$ cat src/verilog/wrr_pkg.sv
`default_nettype none

package wrr_pkg;

  // Defaults used by the top level when it is not overridden
  localparam int DEF_NUM_PORTS  = 4;
  localparam int DEF_MAX_WEIGHT = 3;
  localparam int DEF_PAYLOAD_W  = 16;

  // Bits needed to hold any value from 0 up to max_value
  function automatic int weight_w(input int max_value);
    if (max_value < 1) begin
      return 1;
    end
    return $clog2(max_value + 1);
  endfunction

  // Bits needed for a port index, never less than one
  function automatic int idx_w(input int num_ports);
    if (num_ports <= 2) begin
      return 1;
    end
    return $clog2(num_ports);
  endfunction

endpackage

`default_nettype wire
$ cat src/verilog/wrr_mux.sv
`timescale 1ns/1ps
`default_nettype none

// Weighted round-robin stream multiplexer
// Arbitration is combinational and the winner lands in a one-deep output register
module wrr_mux #(
  parameter int NUM_PORTS  = wrr_pkg::DEF_NUM_PORTS,
  parameter int MAX_WEIGHT = wrr_pkg::DEF_MAX_WEIGHT,
  parameter int MAX_ACCUM  = wrr_pkg::DEF_MAX_WEIGHT,
  parameter int PAYLOAD_W  = wrr_pkg::DEF_PAYLOAD_W
) (
  input  logic                                                  clk,
  input  logic                                                  arst_n,
  input  logic [NUM_PORTS-1:0]                                  in_valid,
  output logic [NUM_PORTS-1:0]                                  in_ready,
  input  logic [NUM_PORTS-1:0][PAYLOAD_W-1:0]                   in_data,
  input  logic [NUM_PORTS-1:0][wrr_pkg::weight_w(MAX_WEIGHT)-1:0] weight,
  output logic                                                  out_valid,
  input  logic                                                  out_ready,
  output logic [PAYLOAD_W-1:0]                                  out_data,
  output logic [wrr_pkg::idx_w(NUM_PORTS)-1:0]                  out_src
);
  import wrr_pkg::*;

  localparam int IDX_W = idx_w(NUM_PORTS);

  logic                 accept;
  logic                 stage_empty;
  logic [NUM_PORTS-1:0] grant;
  logic [IDX_W-1:0]     grant_idx;
  logic [PAYLOAD_W-1:0] grant_data;

  // The stage can take an item when it is empty or is being drained
  assign accept   = stage_empty || out_ready;
  // Under back-pressure no source sees ready
  assign in_ready = accept ? grant : '0;

  weighted_rr_arb #(
    .NUM_PORTS (NUM_PORTS),
    .MAX_WEIGHT(MAX_WEIGHT),
    .MAX_ACCUM (MAX_ACCUM)
  ) u_weighted_rr_arb (
    .clk    (clk),
    .arst_n (arst_n),
    .update (accept),
    .request(in_valid),
    .weight (weight),
    .grant  (grant)
  );

  // ------------------------------
  // Grant encode and payload select
  // ------------------------------
  // Grant is one-hot, so OR-ing the selected terms gives the winner
  always_comb begin
    grant_idx  = '0;
    grant_data = '0;
    for (int i = 0; i < NUM_PORTS; i++) begin
      if (grant[i]) begin
        grant_idx  = grant_idx | IDX_W'(i);
        grant_data = grant_data | in_data[i];
      end
    end
  end

  out_stage #(
    .PAYLOAD_W(PAYLOAD_W),
    .NUM_PORTS(NUM_PORTS)
  ) u_out_stage (
    .clk      (clk),
    .arst_n   (arst_n),
    .load     (accept && (|in_valid)),
    .load_data(grant_data),
    .load_src (grant_idx),
    .out_ready(out_ready),
    .out_valid(out_valid),
    .out_data (out_data),
    .out_src  (out_src),
    .empty    (stage_empty)
  );

endmodule

`default_nettype wire

$ cat src/verilog/out_stage.sv
`timescale 1ns/1ps
`default_nettype none

// One-entry output register with a valid/ready handshake
// The item is tagged with the index of the port it came from
module out_stage #(
  parameter int PAYLOAD_W = wrr_pkg::DEF_PAYLOAD_W,
  parameter int NUM_PORTS = wrr_pkg::DEF_NUM_PORTS
) (
  input  logic                                 clk,
  input  logic                                 arst_n,
  input  logic                                 load,
  input  logic [PAYLOAD_W-1:0]                 load_data,
  input  logic [wrr_pkg::idx_w(NUM_PORTS)-1:0] load_src,
  input  logic                                 out_ready,
  output logic                                 out_valid,
  output logic [PAYLOAD_W-1:0]                 out_data,
  output logic [wrr_pkg::idx_w(NUM_PORTS)-1:0] out_src,
  output logic                                 empty
);

  // ------------------------------
  // Occupancy
  // ------------------------------
  // The parent only loads when the entry is empty or leaving this cycle,
  // so a load always wins over a drain
  always_ff @(posedge clk or negedge arst_n) begin
    if (!arst_n) begin
      out_valid <= 1'b0;
    end else if (load) begin
      out_valid <= 1'b1;
    end else if (out_ready) begin
      out_valid <= 1'b0;
    end
  end

  // ------------------------------
  // Payload and source tag
  // ------------------------------
  always_ff @(posedge clk) begin
    if (load) begin
      out_data <= load_data;
      out_src  <= load_src;
    end
  end

  // Feeds the accept term in the parent
  assign empty = !out_valid;

endmodule

`default_nettype wire

$ cat src/verilog/weighted_rr_arb.sv
`timescale 1ns/1ps
`default_nettype none

// Weighted round-robin arbiter
// A port with credit left in its accumulator outranks ports without
// When no requester has credit, every accumulator is refilled by its weight
module weighted_rr_arb #(
  parameter int NUM_PORTS  = wrr_pkg::DEF_NUM_PORTS,
  parameter int MAX_WEIGHT = wrr_pkg::DEF_MAX_WEIGHT,
  parameter int MAX_ACCUM  = wrr_pkg::DEF_MAX_WEIGHT
) (
  input  logic                                                  clk,
  input  logic                                                  arst_n,
  input  logic                                                  update,
  input  logic [NUM_PORTS-1:0]                                  request,
  input  logic [NUM_PORTS-1:0][wrr_pkg::weight_w(MAX_WEIGHT)-1:0] weight,
  output logic [NUM_PORTS-1:0]                                  grant
);
  import wrr_pkg::*;

  localparam int ACC_W = weight_w(MAX_ACCUM);

  // ------------------------------
  // Parameter checks
  // ------------------------------
  if (NUM_PORTS < 2) begin : gen_chk_ports
    $error("weighted_rr_arb needs NUM_PORTS of at least 2");
  end
  if (MAX_WEIGHT < 1) begin : gen_chk_weight
    $error("weighted_rr_arb needs MAX_WEIGHT of at least 1");
  end
  if (MAX_ACCUM < MAX_WEIGHT) begin : gen_chk_accum
    $error("weighted_rr_arb needs MAX_ACCUM of at least MAX_WEIGHT");
  end

  logic [NUM_PORTS-1:0]            high_pri;
  logic [NUM_PORTS-1:0][ACC_W-1:0] accum;
  logic                            any_hi_req;
  logic                            refill;
  logic [NUM_PORTS-1:0]            decr;

  // Refill only once every active requester has spent its credit
  assign any_hi_req = |(request & high_pri);
  assign refill     = update && (|request) && !any_hi_req;
  // The winner pays one unit of credit when the grant is taken
  assign decr       = update ? grant : '0;

  pri_rr_arb #(
    .NUM_PORTS(NUM_PORTS)
  ) u_pri_rr_arb (
    .clk     (clk),
    .arst_n  (arst_n),
    .update  (update),
    .request (request),
    .high_pri(high_pri),
    .grant   (grant)
  );

  // ------------------------------
  // Per-port credit
  // ------------------------------
  for (genvar i = 0; i < NUM_PORTS; i++) begin : gen_accum
    sat_counter #(
      .MAX_VALUE(MAX_ACCUM),
      .MAX_STEP (MAX_WEIGHT)
    ) u_sat_counter (
      .clk    (clk),
      .arst_n (arst_n),
      .incr_en(refill),
      .incr   (weight[i]),
      .decr_en(decr[i]),
      .value  (accum[i])
    );

    // Any credit left lifts the port into the high level
    assign high_pri[i] = |accum[i];
  end

endmodule

`default_nettype wire

$ cat src/verilog/sat_counter.sv
`timescale 1ns/1ps
`default_nettype none

// Saturating accumulator that adds a step and takes away one in a single update
module sat_counter #(
  parameter int MAX_VALUE = wrr_pkg::DEF_MAX_WEIGHT,
  parameter int MAX_STEP  = wrr_pkg::DEF_MAX_WEIGHT
) (
  input  logic                                   clk,
  input  logic                                   arst_n,
  input  logic                                   incr_en,
  input  logic [wrr_pkg::weight_w(MAX_STEP)-1:0]  incr,
  input  logic                                   decr_en,
  output logic [wrr_pkg::weight_w(MAX_VALUE)-1:0] value
);
  import wrr_pkg::*;

  localparam int VAL_W  = weight_w(MAX_VALUE);
  localparam int STEP_W = weight_w(MAX_STEP);
  // Sign bit plus one carry bit above the wider operand
  localparam int SUM_W  = ((VAL_W > STEP_W) ? VAL_W : STEP_W) + 2;

  logic signed [SUM_W-1:0] sum;
  logic        [VAL_W-1:0] value_d;

  always_comb begin
    sum = $signed({{(SUM_W - VAL_W){1'b0}}, value});
    if (incr_en) begin
      sum = sum + $signed({{(SUM_W - STEP_W){1'b0}}, incr});
    end
    if (decr_en) begin
      sum = sum - SUM_W'(1);
    end
    // Clamp into 0 .. MAX_VALUE
    if (sum < 0) begin
      value_d = '0;
    end else if (sum > SUM_W'(MAX_VALUE)) begin
      value_d = VAL_W'(MAX_VALUE);
    end else begin
      value_d = VAL_W'(sum);
    end
  end

  always_ff @(posedge clk or negedge arst_n) begin
    if (!arst_n) begin
      value <= '0;
    end else begin
      value <= value_d;
    end
  end

endmodule

`default_nettype wire

$ cat src/verilog/pri_rr_arb.sv
`timescale 1ns/1ps
`default_nettype none

// Two-level round-robin arbiter
// High-priority requests win over plain ones and both levels scan from the same pointer
module pri_rr_arb #(
  parameter int NUM_PORTS = wrr_pkg::DEF_NUM_PORTS
) (
  input  logic                 clk,
  input  logic                 arst_n,
  input  logic                 update,
  input  logic [NUM_PORTS-1:0] request,
  input  logic [NUM_PORTS-1:0] high_pri,
  output logic [NUM_PORTS-1:0] grant
);
  import wrr_pkg::*;

  localparam int IDX_W = idx_w(NUM_PORTS);

  // Port that is looked at first in the next arbitration
  logic [IDX_W-1:0] ptr;
  logic [IDX_W-1:0] win_idx;
  logic             win_any;

  // ------------------------------
  // Combinational selection
  // ------------------------------
  always_comb begin
    int               idx;
    logic             hi_found;
    logic             lo_found;
    logic [IDX_W-1:0] hi_idx;
    logic [IDX_W-1:0] lo_idx;
    hi_found = 1'b0;
    lo_found = 1'b0;
    hi_idx   = '0;
    lo_idx   = '0;
    // Walk the ports in round-robin order starting at the pointer
    for (int off = 0; off < NUM_PORTS; off++) begin
      idx = int'(ptr) + off;
      if (idx >= NUM_PORTS) begin
        idx = idx - NUM_PORTS;
      end
      // First high-priority requester in the walk
      if (request[idx] && high_pri[idx] && !hi_found) begin
        hi_found = 1'b1;
        hi_idx   = IDX_W'(idx);
      end
      // First requester of any priority, used as the fallback
      if (request[idx] && !lo_found) begin
        lo_found = 1'b1;
        lo_idx   = IDX_W'(idx);
      end
    end
    win_any = hi_found | lo_found;
    win_idx = hi_found ? hi_idx : lo_idx;
    grant   = '0;
    if (win_any) begin
      grant[win_idx] = 1'b1;
    end
  end

  // ------------------------------
  // Round-robin pointer
  // ------------------------------
  // The pointer moves one past the winner, and only when the grant is taken
  always_ff @(posedge clk or negedge arst_n) begin
    if (!arst_n) begin
      ptr <= '0;
    end else if (update && win_any) begin
      if (win_idx == IDX_W'(NUM_PORTS - 1)) begin
        ptr <= '0;
      end else begin
        ptr <= win_idx + 1'b1;
      end
    end
  end

endmodule

`default_nettype wire

$ cat config.mk
export PLATFORM = sky130hd
export DESIGN_NAME = wrr_mux
export DESIGN_NICKNAME = d
export VERILOG_FILES = /design/src/verilog/wrr_pkg.sv /design/src/verilog/wrr_mux.sv /design/src/verilog/out_stage.sv /design/src/verilog/weighted_rr_arb.sv /design/src/verilog/sat_counter.sv /design/src/verilog/pri_rr_arb.sv
export SDC_FILE = /design/constraint.sdc
export NUM_CORES = 1
export LEC_CHECK = 0
export ABC_CLOCK_PERIOD_IN_PS = 2700
export BUFFER_PORTS_ARGS = -buffer_cell sky130_fd_sc_hd__buf_2
export CORE_ASPECT_RATIO = 0.6
export CORE_MARGIN = 8
export CORE_UTILIZATION = 43
export CTS_CLUSTER_SIZE = 40
export DETAILED_ROUTE_END_ITERATION = 8
export HOLD_SLACK_MARGIN = 0.05
export PLACE_DENSITY = 0.83
export SLEW_MARGIN = 20
export SYNTH_ARGS = -nofsm -noshare
export SYNTH_HDL_FRONTEND = slang
export SYNTH_SLANG_ARGS = --single-unit
$ cat constraint.sdc
create_clock -name clk -period 2.7 [get_ports clk]
set_clock_uncertainty 0.1 [all_clocks]
set_input_delay 0.54 -clock clk [delete_from_list [all_inputs] [get_ports clk]]
set_output_delay 0.54 -clock clk [all_outputs]
set_load 0.01 [all_outputs]
== Word level (Yosys, flattened, before mapping) ==
Cells that the tools add are included.
Storage, ports and cells
  latch bits: 0
  ROM bits: 0
  output and inout bits: 23
  memories: 0
  flip-flop bits (word level): 29
  RAM bits: 0
  logic and storage cells: 153
Cells by class
  $add $sub $neg: 16
  eq/ne operators: 1
  multipliers: 0
  reductions and logical operators: 31
  mux-type cells: 73
  shift operators: 0
  $lt $le $gt $ge: 18
  bitwise logic cells: 5
  divide/modulo/power cells: 0
Operator list (count)
  < comparator 32 x 4 -> 1 bit (second input constant): 4
  two-way mux 32 bit: 4
  two-way mux 16 bit: 4
  OR 16 bit: 3
  two-way mux 4 bit: 10
  two-way mux 2 bit: 18
  two-way mux 1 bit: 28
  binary-select mux 1 bit (select 2 bit): 8
  greater-than comparator 4 x 3 -> 1 bit (second input constant): 4
  < comparator 4 x 1 -> 1 bit (second input constant): 4
  subtractor 4 x 2 -> 4 bit (second input constant): 4
  logical AND 1 bit: 14
  adder 2 x 2 -> 3 bit: 4
  subtractor 3 x 3 -> 4 bit (second input constant): 3
  OR reduction 2 bit: 5
  greater-or-equal comparator 3 bit (second input constant): 3
  zero test 1 bit: 8
  OR reduction 4 bit: 2
  adder 2 x 2 -> 3 bit (second input constant): 2
  bitwise AND 4 bit: 1
  subtractor 2 x 3 -> 4 bit (second input constant): 1
  adder 2 x 1 -> 3 bit (second input constant): 1
  greater-or-equal comparator 2 x 3 -> 1 bit (second input constant): 1
  < comparator 2 x 3 -> 1 bit (second input constant): 1
  other kinds (7): 7

== Longest topological paths before layout ==
  depth in word-level cells: 29
  depth in mapped cells: 12
  depth with buffers taken out: 10

== By module ==
From an unflattened synthesis, not the netlist that was laid out.
Unflattened totals
  cells, all modules: 269
  area, all modules: 2610.0 µm²
By module, submodules not included
  sat_counter at u_weighted_rr_arb.gen_accum[0].u_sat_counter ...: instances 3, cells an instance 24, area an instance 212.7 µm², seq. area each 50.0 µm²
  out_stage: instances 1, cells an instance 21, area an instance 580.6 µm², seq. area each 565.5 µm²
  pri_rr_arb: instances 1, cells an instance 74, area an instance 563.0 µm², seq. area each 50.0 µm²
  wrr_mux: instances 1, cells an instance 66, area an instance 514.2 µm², seq. area each 0.0 µm²
  sat_counter at u_weighted_rr_arb.gen_accum[3].u_sat_counter: instances 1, cells an instance 22, area an instance 226.5 µm², seq. area each 50.0 µm²
  weighted_rr_arb: instances 1, cells an instance 14, area an instance 87.6 µm², seq. area each 0.0 µm²

== Least setup slack after synthesis ==
Ideal clock, no wire load.
  path kind: input to register
  from: in in_valid[0]
  to: reg u_weighted_rr_arb.gen_accum[1].u_sat_counter.value[0] (netlist name)
  library setup time: 0.129 ns
  arrival time: 2.815 ns
  required time: 2.471 ns
  slack: -0.344 ns
  stages: 11
  path through: or4_1 buf_2 and2_4 clkbuf_1 nand2_1 nand2_1 a21boi_0 ha_1 a21o_1 a21oi_1 a22oi_2
RTL lines
  start, declared: RTL line wrr_mux.sv:14  | input logic [NUM_PORTS-1:0] in_valid,
  OR reduction 4 bit (*)
  logical AND 1 bit (*)
  named net u_out_stage.load: RTL line out_stage.sv:12  | input logic load,
  logical AND 1 bit (*): RTL line weighted_rr_arb.sv:44  | assign refill = update && (|request) && !any_hi_req;
  two-way mux 4 bit (*): RTL line sat_counter.sv:28  | if (incr_en) begin
  subtractor 4 x 2 -> 4 bit: RTL line sat_counter.sv:32  | sum = sum - SUM_W'(1);
  two-way mux 4 bit (*): RTL line sat_counter.sv:31  | if (decr_en) begin
  greater-than comparator 4 x 3 -> 1 bit: RTL line sat_counter.sv:37  | end else if (sum > SUM_W'(MAX_VALUE)) begin
  two-way mux 2 bit: RTL line sat_counter.sv:37
  two-way mux 2 bit (*): RTL line sat_counter.sv:35  | if (sum < 0) begin
  named net u_weighted_rr_arb.gen_accum[1].u_sat_counter.value_d[0]: RTL line sat_counter.sv:24  | logic [VAL_W-1:0] value_d;
  end signal, assigned: RTL line sat_counter.sv:48  | value <= value_d;
  end, declared: RTL line sat_counter.sv:14  | output logic [wrr_pkg::weight_w(MAX_VALUE)-1:0] value
The timed path passes the listed nets; every way through them passes the cells marked *. The select of a mux whose other input is x is not followed.
A chain may end at the register's enable or synchronous reset.

== Worst setup path after layout ==
  from: reg u_weighted_rr_arb.gen_accum[0].u_sat_counter.value[1] (netlist name)
  to: out in_ready[2]
On the way
  cells in the longest elaborated chain, start to end: 22
RTL lines
  start, declared: RTL line sat_counter.sv:14
  start signal, assigned: RTL line sat_counter.sv:48
  OR reduction 2 bit (*): RTL line weighted_rr_arb.sv:76  | assign high_pri[i] = |accum[i];
  binary-select mux 1 bit (select 2 bit): RTL line pri_rr_arb.sv:45  | if (request[idx] && high_pri[idx] && !hi_found) begin
  two-way mux 1 bit (not written as such) (2 in series): RTL line pri_rr_arb.sv:45
  logical AND 1 bit: RTL line pri_rr_arb.sv:45
  two-way mux 1 bit: RTL line pri_rr_arb.sv:45
  zero test 1 bit: RTL line pri_rr_arb.sv:45
  logical AND 1 bit: RTL line pri_rr_arb.sv:45
  two-way mux 1 bit: RTL line pri_rr_arb.sv:45
  (+5 left out)
  two-way mux 2 bit or two-way mux 1 bit (tied branches): RTL line pri_rr_arb.sv:45
  two-way mux 2 bit: RTL line pri_rr_arb.sv:56  | win_idx = hi_found ? hi_idx : lo_idx;
  < comparator 2 x 3 -> 1 bit (not written as such) or greater-or-equal comparator 2 x 1 -> 1 bit (tied branches): RTL line pri_rr_arb.sv:59  | grant[win_idx] = 1'b1;
  logical AND 1 bit (not written as such): RTL line pri_rr_arb.sv:59
  two-way mux 1 bit (not written as such): RTL line pri_rr_arb.sv:59
  demux 1 bit (select 2 bit): RTL line pri_rr_arb.sv:59
  two-way mux 4 bit (*): RTL line pri_rr_arb.sv:58  | if (win_any) begin
  two-way mux 4 bit (*): RTL line wrr_mux.sv:36  | assign in_ready = accept ? grant : '0;
  end, declared: RTL line wrr_mux.sv:15  | output logic [NUM_PORTS-1:0] in_ready,
Every way passes the cells marked *; elsewhere a longest branch is shown, timed or not. The select of a mux whose other input is x is not followed.

==> metrics.txt <==
status=complete, but fails checks; failing checks=negative setup slack; synth warn=0; Syn Inst Count=241; GRT Util Overall=18.7%; Iter 0 DRT Violations=170; PortBufs=101; syn_nets=~340; 1st-pass router iterations=5; Vert. Die Dim=72.8 microns; clock network power share=8.6%; max-slew violations=0; Longest Clk Path Bufs=2; Vias=between 2000 and 2500; critical path capture point type=output port; largest net degree at the start of global routing=30; Mapped Avg Cell Area=9.60 sq um; minimum clock period=slightly below 3 ns; CTS tree=done; relative slew slack=74.7%; sequential power share=22.9%; internal power=2.28 mW; Main synth FF type=edfxtp_1; dpl ws=-0.307 ns; Pleak=1.49 nW; Pwr Density=1200 nW/um^2; maximum capacitance violations=0; vias in the first global route=2480; Worst EP arrival=2.28 ns; final setup margin=-0.217 ns; Clock transition at path regs=0.06 ns; switching power share of the total=between 40% and 50%; Avg Vias per Cell=around 5.7; residual DRC count=0; Overall Power=4.02 mW; most frequent CP cell=buf_6; Slowest cell on crit path=dfrtp_1; Detailed Route WL=between 7000 and 8000 microns; Finished Core Util=65.5%; Min-Delay Path Class=input pin to flop; worst slew pin tran=roughly 0.38 ns; RSZ-0062 raised after global routing=yes; share of post-route cells with drive strength above 1=49.5%; Clk Latency, worst-skew pair=0.28 ns; post-synthesis sequential area ratio=35.2%; number of CTS-inserted buffers=5; htree depth=2; Sw Pwr=1.74 mW; first-pass GRT wire length=12500 microns; Ports=102; final hold slack=0.517 ns; final period utilization=108%; Die X=111 microns; critical path startpoint category=flop; grt total ovfl=0; WS Path Type=flop to output port; number of synthesized register bits=29; CTS Root Cell=clkbuf_8; initial core utilization=45.1%; RePlAce Congestion=0.926; WL/cell=between 15 and 20 microns; Req. time, crit path=2.06 ns; CTS Sinks=29; area of the core=5130 sq um; initial antenna violation count=0; crit path max fanout=4; Post-synth EDFFs=18; Ant. Diodes=0; Area growth, synth to finish=45.1%; Worst path max stage delay=0.41 ns; ys async rst share=37.9%; Antenna Violating Nets Remaining=0; endpoints failing hold=0; Worst VDD drop=0.619 mV; Final setup viols=4; Syn Std Cell Area=2310 sq um; FP Rows=20; die area=around 8100 sq um; combinational cell fraction of total power=between 60% and 70%; Cell variety after synth=45; Max Freq=343 MHz; CP Cell Sequence=buf_6 -> o21a_1 -> o21ai_1 -> a21oi_1 -> o32a_1 -> a311oi_2 -> ha_2 -> and3_4 -> buf_6; final net count=464; dpl hpwl=6050 microns
area by class of cell:
cell class                 instances  area (sq um)
clock buffer                       6          72.6
clock inverter                     2          10.0
fill                             433          1770
inverter                           5          18.8
multi-input combinational        186          1490
sequential                        29           818
tap                               66          82.6
timing repair buffer             142           871
path summary, 6_finish.rpt:
path	start	end	slack, ns	depth (start not counted)
worst max-delay path	flop	in_ready[2]	-0.22	9
worst min register to register	flop	flop	0.66	3
min in group asynchronous	arst_n	async pin	0.58	2
worst min-delay path	in_data[22]	u_out_stage.out_data[6]	0.52	3
max in group asynchronous	arst_n	u_weighted_rr_arb.u_pri_rr_arb.ptr[0]	1.67	2
worst max register to register	flop	flop	0.02	12
critical path: cells and delay by family, from the launching register on:
family,cells,cell delay [ns]
flops,1,0.41
simple gates,1,0.21
compound gates,5,0.89
buf+inv,2,0.24
fa+ha+maj,1,0.26
kinds of logic after synthesis:
family                   synth area share (%)
AO/OA/AOI/OAI                            25.8
XOR/XNOR                                 1.14
adder cells (fa/ha/maj)                  9.95
buffers and inverters                    5.78
flip-flops                               35.2
multiplexers                             7.95
AND/OR/NAND/NOR                          14.1
synthesized netlist by cell type, types with 6 or more instances:
| cell type | n | share of area (%) |
|---|---|---|
| ha_1 | 12 | 6.5 |
| a21oi_1 | 24 | 5.2 |
| clkbuf_1 | 11 | 1.8 |
| nand4_1 | 6 | 1.6 |
| edfxtp_1 | 18 | 23 |
| mux2i_1 | 11 | 4.8 |
| and3_1 | 6 | 1.6 |
| nand2_1 | 16 | 2.6 |
| dfrtp_1 | 11 | 12 |
| nand3_1 | 6 | 1.3 |
| o21ai_0 | 10 | 2.2 |
| nor2_1 | 11 | 1.8 |
| a22oi_1 | 32 | 10 |
through the flow:
stage | setup TNS (ns) | cell area [sq um] | std cells
finish | -0.758 | 3360 | 436
global route | -1.31 | 3360 | 436
CTS | -0.668 | 3320 | 436
detailed placement | -5.24 | 3110 | 425
global placement | -4.35 | 3110 | 425
floorplan | -0.263 | 2380 | 241
what timing repair did:
action                                  in CTS  in global routing
hold buffers                                 1                  0
pin swaps                                    6                  3
endpoints found under the setup margin      27                 10
buffers inserted                             2                  0
resized for setup                           28                  9
endpoints found under the hold margin       11                  0
power by group through the flow:
stage,combinational (mW),sequential (mW),clock (mW)
after global routing,3.00,0.937,0.378
after global placement,2.45,0.888,0
after CTS,2.67,0.910,0.354
after floorplan,1.64,0.984,0
after detailed placement,2.53,0.890,0
final,2.75,0.919,0.347
layer usage:
layer  part of all wire, %  GRT usage [%]  vias up
met4                  0.43           3.27        0
met2                    48           30.1       95
li1                      -              -     1180
met3                   7.2           4.68        2
met1                    44           24.9     1209
met5                     0              0        -
state kept, by name, summed over array words and instances (netlist names):
signal and flops:
u_weighted_rr_arb.u_pri_rr_arb.ptr 2, u_out_stage.out_src 2, u_out_stage.out_data 16, u_out_stage.out_valid 1, u_weighted_rr_arb.gen_accum.u_sat_counter.value 8
cells in the final DEF (no fill, tap or decap), types with 4 or more instances in the layout:
| cell type | instances |
|---|---|
| mux2i_1 | 9 |
| a32oi_1 | 4 |
| o21ai_0 | 6 |
| nand4_1 | 6 |
| edfxtp_1 | 18 |
| ha_1 | 8 |
| nand3_1 | 6 |
| dfrtp_1 | 9 |
| nor2_1 | 11 |
| a22oi_1 | 30 |
| buf_2 | 96 |
| a21boi_0 | 4 |
| nand2_1 | 15 |
| buf_6 | 8 |
| a21oi_1 | 23 |
| buf_4 | 36 |
| clkbuf_8 | 5 |
| fa_1 | 4 |
| mux2_2 | 4 |
Power figures use the tool's default switching activity.
